**src/lc3b_types.sv**
```systemverilog
`default_nettype none

package lc3b_types;

	typedef logic [15:0] lc3b_word;
	typedef logic [2:0]  lc3b_reg;
	typedef logic [2:0]  lc3b_nzp;

	typedef enum logic [3:0] {
		op_br   = 4'b0000,
		op_add  = 4'b0001,
		op_ldb  = 4'b0010,
		op_stb  = 4'b0011,
		op_jsr  = 4'b0100,
		op_and  = 4'b0101,
		op_ldr  = 4'b0110,
		op_str  = 4'b0111,
		op_rti  = 4'b1000,
		op_not  = 4'b1001,
		op_ldi  = 4'b1010,
		op_sti  = 4'b1011,
		op_jmp  = 4'b1100,
		op_shf  = 4'b1101,
		op_lea  = 4'b1110,
		op_trap = 4'b1111
	} lc3b_opcode;

	typedef enum logic [3:0] {
		alu_add  = 4'd0,
		alu_and  = 4'd1,
		alu_not  = 4'd2,
		alu_pass = 4'd3,
		alu_sll  = 4'd4,
		alu_srl  = 4'd5,
		alu_sra  = 4'd6
	} lc3b_aluop;

	typedef struct packed {
		lc3b_opcode opcode;
		lc3b_aluop  aluop;
		logic       sr1_needed;
		logic       sr2_needed;
		// 0 picks ir[11:9], 1 picks ir[2:0].
		logic       regfilemux_sel;
		// 0 picks ir[11:9], 1 picks R7.
		logic       destmux_sel;
		logic       ld_reg;
		logic       ld_cc;
		logic       mem_read;
		logic       mem_write;
		logic       branch_stall;
	} lc3b_control_word;

	typedef struct packed {
		lc3b_word npc;
		lc3b_word ir;
	} fetch_pkt_t;

	typedef struct packed {
		lc3b_word         npc;
		lc3b_control_word cw;
		lc3b_word         ir;
		lc3b_word         sr1_data;
		lc3b_word         sr2_data;
		lc3b_nzp          cc;
		lc3b_reg          dr;
		lc3b_reg          sr1_reg;
		lc3b_reg          sr2_reg;
	} decode_pkt_t;

	typedef struct packed {
		logic    ld_reg;
		logic    ld_cc;
		lc3b_reg drid;
	} stage_dst_t;

	typedef struct packed {
		logic     ld_reg;
		logic     ld_cc;
		lc3b_reg  dest;
		lc3b_word reg_data;
		lc3b_nzp  cc_data;
	} wb_write_t;

	typedef struct packed {
		logic execute_br;
		logic execute_indirect;
		logic mem;
		logic mem_br;
		logic icache;
	} stall_in_t;

endpackage : lc3b_types

`default_nettype wire

```
**src/pipe_stage_reg.sv**
```systemverilog
`timescale 1ns/1ps
`default_nettype none

module pipe_stage_reg
#(
	parameter type payload_t = logic [15:0]
)
(
	input  logic     clk,
	input  logic     rst,
	input  logic     load,
	input  payload_t d,
	input  logic     d_valid,
	output payload_t q,
	output logic     q_valid
);

	// Reset clears only the valid bit.
	always_ff @(posedge clk)
	begin
		if (rst)
		begin
			q_valid <= 1'b0;
		end
		else if (load)
		begin
			q_valid <= d_valid;
		end
	end

	always_ff @(posedge clk)
	begin
		if (load)
		begin
			q <= d;
		end
	end

endmodule : pipe_stage_reg

`default_nettype wire

```
**src/control_rom.sv**
```systemverilog
`timescale 1ns/1ps
`default_nettype none

module control_rom import lc3b_types::*;
(
	input  lc3b_word         ir,
	output lc3b_control_word cw
);

	lc3b_opcode opcode;

	assign opcode = lc3b_opcode'(ir[15:12]);

	always_comb
	begin
		cw = '0;
		cw.opcode = opcode;
		cw.aluop = alu_add;

		case (opcode)
			op_add, op_and:
			begin
				cw.aluop = (opcode == op_add) ? alu_add : alu_and;
				cw.sr1_needed = 1'b1;
				// Bit 5 selects imm5, otherwise SR2 comes from ir[2:0].
				cw.sr2_needed = ~ir[5];
				cw.regfilemux_sel = 1'b1;
				cw.ld_reg = 1'b1;
				cw.ld_cc = 1'b1;
			end
			op_not:
			begin
				cw.aluop = alu_not;
				cw.sr1_needed = 1'b1;
				cw.ld_reg = 1'b1;
				cw.ld_cc = 1'b1;
			end
			op_shf:
			begin
				if (!ir[4])
					cw.aluop = alu_sll;
				else if (ir[5])
					cw.aluop = alu_sra;
				else
					cw.aluop = alu_srl;
				cw.sr1_needed = 1'b1;
				cw.ld_reg = 1'b1;
				cw.ld_cc = 1'b1;
			end
			op_ldr, op_ldb, op_ldi:
			begin
				cw.sr1_needed = 1'b1;
				cw.ld_reg = 1'b1;
				cw.ld_cc = 1'b1;
				cw.mem_read = 1'b1;
			end
			op_str, op_stb, op_sti:
			begin
				// The stored register is named by ir[11:9].
				cw.sr1_needed = 1'b1;
				cw.sr2_needed = 1'b1;
				cw.regfilemux_sel = 1'b0;
				cw.mem_write = 1'b1;
				cw.mem_read = (opcode == op_sti);
			end
			op_lea:
			begin
				cw.ld_reg = 1'b1;
			end
			op_br:
			begin
				cw.aluop = alu_pass;
				cw.branch_stall = 1'b1;
			end
			op_jmp:
			begin
				cw.aluop = alu_pass;
				cw.sr1_needed = 1'b1;
				cw.branch_stall = 1'b1;
			end
			op_jsr:
			begin
				// JSRR takes its target from BaseR, JSR is PC-relative.
				cw.sr1_needed = ~ir[11];
				cw.destmux_sel = 1'b1;
				cw.ld_reg = 1'b1;
				cw.branch_stall = 1'b1;
			end
			op_trap:
			begin
				cw.destmux_sel = 1'b1;
				cw.ld_reg = 1'b1;
				cw.mem_read = 1'b1;
				cw.branch_stall = 1'b1;
			end
			default:
			begin
				cw.aluop = alu_pass;
			end
		endcase

		// An all-zero word is the pipeline NOP.
		if (ir == 16'h0000)
			cw = '0;
	end

endmodule : control_rom

`default_nettype wire

```
**src/regfile.sv**
```systemverilog
`timescale 1ns/1ps
`default_nettype none

module regfile import lc3b_types::*;
(
	input  logic     clk,
	input  logic     load,
	input  lc3b_word in,
	input  lc3b_reg  src_a,
	input  lc3b_reg  src_b,
	input  lc3b_reg  dest,
	output lc3b_word reg_a,
	output lc3b_word reg_b
);

	lc3b_word data [8];

	always_ff @(posedge clk)
	begin
		if (load)
		begin
			data[dest] <= in;
		end
	end

	// A read in the same cycle as a write returns the old value.
	assign reg_a = data[src_a];
	assign reg_b = data[src_b];

endmodule : regfile

`default_nettype wire

```
**src/dep_check.sv**
```systemverilog
`timescale 1ns/1ps
`default_nettype none

module dep_check import lc3b_types::*;
(
	input  lc3b_reg          sr1,
	input  lc3b_reg          sr2,
	input  lc3b_control_word cw,
	input  logic             valid,
	input  stage_dst_t       ex_dst,
	input  stage_dst_t       mem_dst,
	input  stage_dst_t       wb_dst,
	output logic             dep_stall
);

	logic sr1_hit;
	logic sr2_hit;
	logic cc_hit;
	logic is_br;

	function automatic logic reg_match(lc3b_reg src, stage_dst_t dst);
		return dst.ld_reg && (dst.drid == src);
	endfunction

	assign sr1_hit = cw.sr1_needed &&
			(reg_match(sr1, ex_dst) || reg_match(sr1, mem_dst) || reg_match(sr1, wb_dst));

	assign sr2_hit = cw.sr2_needed &&
			(reg_match(sr2, ex_dst) || reg_match(sr2, mem_dst) || reg_match(sr2, wb_dst));

	// The NOP shares opcode 0000 with BR, but it has no branch_stall bit.
	assign is_br = cw.branch_stall && (cw.opcode == op_br);

	assign cc_hit = is_br && (ex_dst.ld_cc || mem_dst.ld_cc || wb_dst.ld_cc);

	assign dep_stall = valid && (sr1_hit || sr2_hit || cc_hit);

endmodule : dep_check

`default_nettype wire

```
**src/decode_stage.sv**
```systemverilog
`timescale 1ns/1ps
`default_nettype none

module decode_stage import lc3b_types::*;
(
	input  logic        clk,
	input  logic        rst,
	input  fetch_pkt_t  pkt_in,
	input  logic        valid_in,
	input  wb_write_t   wb,
	input  stage_dst_t  ex_dst,
	input  stage_dst_t  mem_dst,
	input  stage_dst_t  wb_dst,
	input  stall_in_t   stalls,
	output decode_pkt_t pkt_out,
	output logic        valid_out,
	output logic        load_if,
	output logic        load_ex,
	output logic        dep_stall,
	output logic        decode_br_stall
);

	lc3b_control_word cw;
	lc3b_reg          sr1_reg;
	lc3b_reg          sr2_reg;
	lc3b_reg          dr;
	lc3b_word         sr1_data;
	lc3b_word         sr2_data;
	lc3b_nzp          cc_q;
	logic             reg_we;
	logic             cc_we;
	logic             downstream_stall;

	control_rom u_control_rom
	(
		.ir(pkt_in.ir),
		.cw(cw)
	);

	assign sr1_reg = pkt_in.ir[8:6];
	assign sr2_reg = cw.regfilemux_sel ? pkt_in.ir[2:0] : pkt_in.ir[11:9];
	assign dr = cw.destmux_sel ? 3'b111 : pkt_in.ir[11:9];

	// Writeback carries no valid data during reset, so its writes are dropped.
	assign reg_we = wb.ld_reg && !rst;
	assign cc_we = wb.ld_cc && !rst;

	regfile u_regfile
	(
		.clk(clk),
		.load(reg_we),
		.in(wb.reg_data),
		.src_a(sr1_reg),
		.src_b(sr2_reg),
		.dest(wb.dest),
		.reg_a(sr1_data),
		.reg_b(sr2_data)
	);

	always_ff @(posedge clk)
	begin
		if (cc_we)
		begin
			cc_q <= wb.cc_data;
		end
	end

	dep_check u_dep_check
	(
		.sr1(sr1_reg),
		.sr2(sr2_reg),
		.cw(cw),
		.valid(valid_in),
		.ex_dst(ex_dst),
		.mem_dst(mem_dst),
		.wb_dst(wb_dst),
		.dep_stall(dep_stall)
	);

	always_comb
	begin
		pkt_out.npc = pkt_in.npc;
		pkt_out.cw = cw;
		pkt_out.ir = pkt_in.ir;
		pkt_out.sr1_data = sr1_data;
		pkt_out.sr2_data = sr2_data;
		pkt_out.cc = cc_q;
		pkt_out.dr = dr;
		pkt_out.sr1_reg = sr1_reg;
		pkt_out.sr2_reg = sr2_reg;
	end

	assign downstream_stall = |stalls;
	assign load_ex = ~downstream_stall;

	// A dependency holds the instruction in if_id and sends a bubble onward.
	assign valid_out = valid_in && !dep_stall;
	assign load_if = load_ex && !dep_stall;

	assign decode_br_stall = valid_in && cw.branch_stall;

endmodule : decode_stage

`default_nettype wire

```
**src/decode_subsystem.sv**
```systemverilog
`timescale 1ns/1ps
`default_nettype none

module decode_subsystem import lc3b_types::*;
(
	input  logic        clk,
	input  logic        rst,
	input  fetch_pkt_t  fetch_in,
	input  logic        fetch_valid,
	input  stage_dst_t  ex_dst,
	input  stage_dst_t  mem_dst,
	input  stage_dst_t  wb_dst,
	input  wb_write_t   wb,
	input  stall_in_t   stalls,
	output decode_pkt_t id_ex,
	output logic        id_ex_valid,
	output logic        fetch_hold,
	output logic        decode_br_stall,
	output logic        dep_stall
);

	fetch_pkt_t  if_id_pkt;
	logic        if_id_valid;
	decode_pkt_t dec_pkt;
	logic        dec_valid;
	logic        load_if;
	logic        load_ex;

	pipe_stage_reg #(.payload_t(fetch_pkt_t)) if_id
	(
		.clk(clk),
		.rst(rst),
		.load(load_if),
		.d(fetch_in),
		.d_valid(fetch_valid),
		.q(if_id_pkt),
		.q_valid(if_id_valid)
	);

	decode_stage u_decode_stage
	(
		.clk(clk),
		.rst(rst),
		.pkt_in(if_id_pkt),
		.valid_in(if_id_valid),
		.wb(wb),
		.ex_dst(ex_dst),
		.mem_dst(mem_dst),
		.wb_dst(wb_dst),
		.stalls(stalls),
		.pkt_out(dec_pkt),
		.valid_out(dec_valid),
		.load_if(load_if),
		.load_ex(load_ex),
		.dep_stall(dep_stall),
		.decode_br_stall(decode_br_stall)
	);

	pipe_stage_reg #(.payload_t(decode_pkt_t)) id_ex_reg
	(
		.clk(clk),
		.rst(rst),
		.load(load_ex),
		.d(dec_pkt),
		.d_valid(dec_valid),
		.q(id_ex),
		.q_valid(id_ex_valid)
	);

	assign fetch_hold = ~load_if;

endmodule : decode_subsystem

`default_nettype wire

```
**config.mk**
```make
export PLATFORM = sky130hd
export DESIGN_NAME = decode_subsystem
export DESIGN_NICKNAME = d
export VERILOG_FILES = /design/src/lc3b_types.sv /design/src/pipe_stage_reg.sv /design/src/control_rom.sv /design/src/regfile.sv /design/src/dep_check.sv /design/src/decode_stage.sv /design/src/decode_subsystem.sv
export SDC_FILE = /design/constraint.sdc
export NUM_CORES = 1
export LEC_CHECK = 0
export BUFFER_PORTS_ARGS = -buffer_cell sky130_fd_sc_hd__buf_2
export CORE_ASPECT_RATIO = 2
export CORE_UTILIZATION = 49
export DETAILED_ROUTE_END_ITERATION = 8
export PLACE_DENSITY = 0.74
export SYNTH_ARGS = -nofsm -noshare
export SYNTH_HDL_FRONTEND = slang
export SYNTH_SLANG_ARGS = --single-unit
```
**constraint.sdc**
```tcl
create_clock -name clk -period 3.53 [get_ports clk]
set_clock_uncertainty 0.1 [all_clocks]
set_input_delay 0.353 -clock clk [delete_from_list [all_inputs] [get_ports clk]]
set_output_delay 0.353 -clock clk [all_outputs]
set_load 0.03 [all_outputs]
```
==> results.ini <==
[run]
cap_violations = 0

[die]
die-width_um = 106
fp.dieH_um = 209
num_io_pins = 176
rows = 75
core_um2 = 21000
dieArea_um2 = 22100
start_util_pct = 50.2

[synthesis]
synthCells = 719
syn_area_um2 = 10500
synth_area_leader_cell = edfxtp_1
synth_ff_type = edfxtp_1
ys_ff_latch = 254
seq_area_frac_synth_pct = 72.2
syn_nets = 798
synth_edf_count = 252
yosysWarnings = 0
synth_area_leaders = edfxtp_1 (72%), mux4_2 (6.8%), nand2_1 (5.6%)
syn_avg_cell_area_um2 = 14.7
synth_async_sr_flop_share_pct = 0
synthDistinctLibCells = 50
synth_top_area_share_pct = 71.8

[place]
port-buffer-count = 174
hpwl_mm = 15.7
gp_congestion = 0.884

[worst_setup_path]
path_class = reg2out
path_delay_family = compound AO/OA/AOI/OAI gates
cp.required_ns = 3.08
critical_path_depth = 7
cp_num_buf_inv = 1
slowest_stage = or3b_1
end_kind = primary output
ff2ff_path_depth = 9
cp_slowest_stage_delay_ns = 0.59
path_cells = or3b_1 -> mux2i_4 -> o2111a_1 -> a211oi_2 -> a31oi_4 -> nand2b_1 -> buf_2
crit_fanout = 6
start_kind = flop
arrival_ns = 2.86

[clock_network]
cts_root_buf = clkbuf_16
holdBufCountCts = 45
post_cts_resized = 0
htreeDepth = 1
numCtsBuffers = 21
insertion_delay_ns = 0.52
cts.sinks = 254
cts_post_setup_buffers_inserted = 0
path_clk_slew_ns = 0.07
clockBufferDepth = 3
cts_tree = built

[detailed_routing]
detail-route-antenna-nets = 0
vias = 6810
drt-pass1-iter-count = 5
viasPerCell = 5.58
wl_per_cell_um = 20.0
wirelength_mm = 24.4
drt_iter0_drc = 333
drc = 0

[global_route]
grt_pass1_vias = 7052
grt_pass1_wl_mm = 37.0
grtUsageTotal_pct = 22.5
grt_overflow = 0
grt_max_degree = 66
antenna_found_initial = 0

[layout]
layout.nets = 1015
mostFrequentLayoutCells = edfxtp_1 (252), buf_2 (174), nand2_1 (157)
drive_gt1_share_pct = 30.6
fin_util_pct = 61.5
diodes = 0
areaGrowthSynthToFinish_pct = 22.7
layout_commonest_cell = edfxtp_1

[sta]
period_share_pct = 94.0
hold_slack_ns = 0.0176
max_freq_mhz = 301
setup_tns_ns = 0
rsz0062_at_grt = false
final-hold-violation-count = 0
setup_viol = 0
maxSlewViolCount = 0
worstMarginPinSlew_ns = 0.704
relSlewSlack_pct = 53.0
min_period_ns = 3.32

[power]
vdd_ir_drop_max_mv = 0.386
leakage_nw = 4.74
p_per_area_nw_per_um2 = 467

[outcome]
outcome = finished clean

[worst_hold_path]
hold_class = in2reg
whs_path_depth = 1

stage by stage:
step	total power, W	cells	setup slack [ns]	area (µm²)
5_1_grt	0.00622	1220	0.0325	12900
4_1_cts	0.00609	1220	0.175	12900
2_1_floorplan	0.00356	719	0.0145	10500
3_5_place_dp	0.00367	1137	0.546	11800
6_report	0.00605	1220	0.213	12900
3_3_place_gp	0.00366	1137	0.605	11800
worst register-to-register path: cells and delay by family (launching register included):
family                 cells  cell delay [ns]
muxes                      1             0.29
and+or+nand+nor            4             0.92
buffers and inverters      3             0.93
AOI/OAI and AO/OA          1             0.08
DFF                        1             0.37
worst paths after layout:
check,start,endpoint,slack [ns]
setup / recovery,if_id.q[13],fetch_hold,0.21
hold / removal,wb[8],u_decode_stage.u_regfile.data[3][5],0.02
setup reg to reg,if_id.q[13],id_ex_reg.q[16],0.58
hold reg to reg,if_id.q[22],id_ex_reg.q[83],0.32
cell families after synthesis:
group                  Yosys count  share of synthesized area [%]
AND/OR/NAND/NOR                295                           12.4
multiplexers                    51                           8.98
AO/OA/AOI/OAI                   45                           2.88
other                            1                         0.0356
buffers and inverters           59                           2.39
XOR/XNOR                        14                           1.16
flip-flops                     254                           72.2
final cells by class:
cell class                      count  area, µm²
Clock inverter                     16        186
Fill cell                        1598       8080
Tap cell                          269        337
Multi-Input combinational cell    406       2720
Clock buffer                       22        529
Timing Repair Buffer              240       1500
Sequential cell                   254       7610
Inverter                           13       50.0
sequential cells by signal (all words and copies together) (netlist names):
signal                         flops
u_decode_stage.u_regfile.data    128
id_ex_reg.q_valid                  1
if_id.q                           32
id_ex_reg.q                       89
if_id.q_valid                      1
u_decode_stage.cc_q                3
report_power, final:
part	leakage (nW)	internal, W	switching [W]
Clock	0.345	0.00139	0.00101
Combinational	2.11	0.000122	0.000148
Sequential	2.29	0.00335	0.0000215
Total	4.74	0.00487	0.00118
cell usage after synthesis (all sizes together) (2+ instances only):
cell,count
mux4,32
nand2b,6
o221ai,2
inv,13
edfxtp,252
dfxtp,2
mux2i,3
nor2b,4
and2,3
xor2,4
nand3b,2
buf,19
o21ai,23
and3,2
nand4,3
a211oi,3
mux2,16
nor2,20
nand2,157
or3b,2
xnor2,10
a21oi,5
nand3,83
clkbuf,27
nor3,7
nor4,3
per-layer routing:
metal  up-vias  global-route usage [%]  share of wire, %
met2       279                    42.0                55
li1       3105                       -                 -
met4         0                    16.3               6.4
met5         -                       0                 0
met1      3334                    22.5                33
met3        92                    2.52               5.0
(Power assumes the default switching activity.)
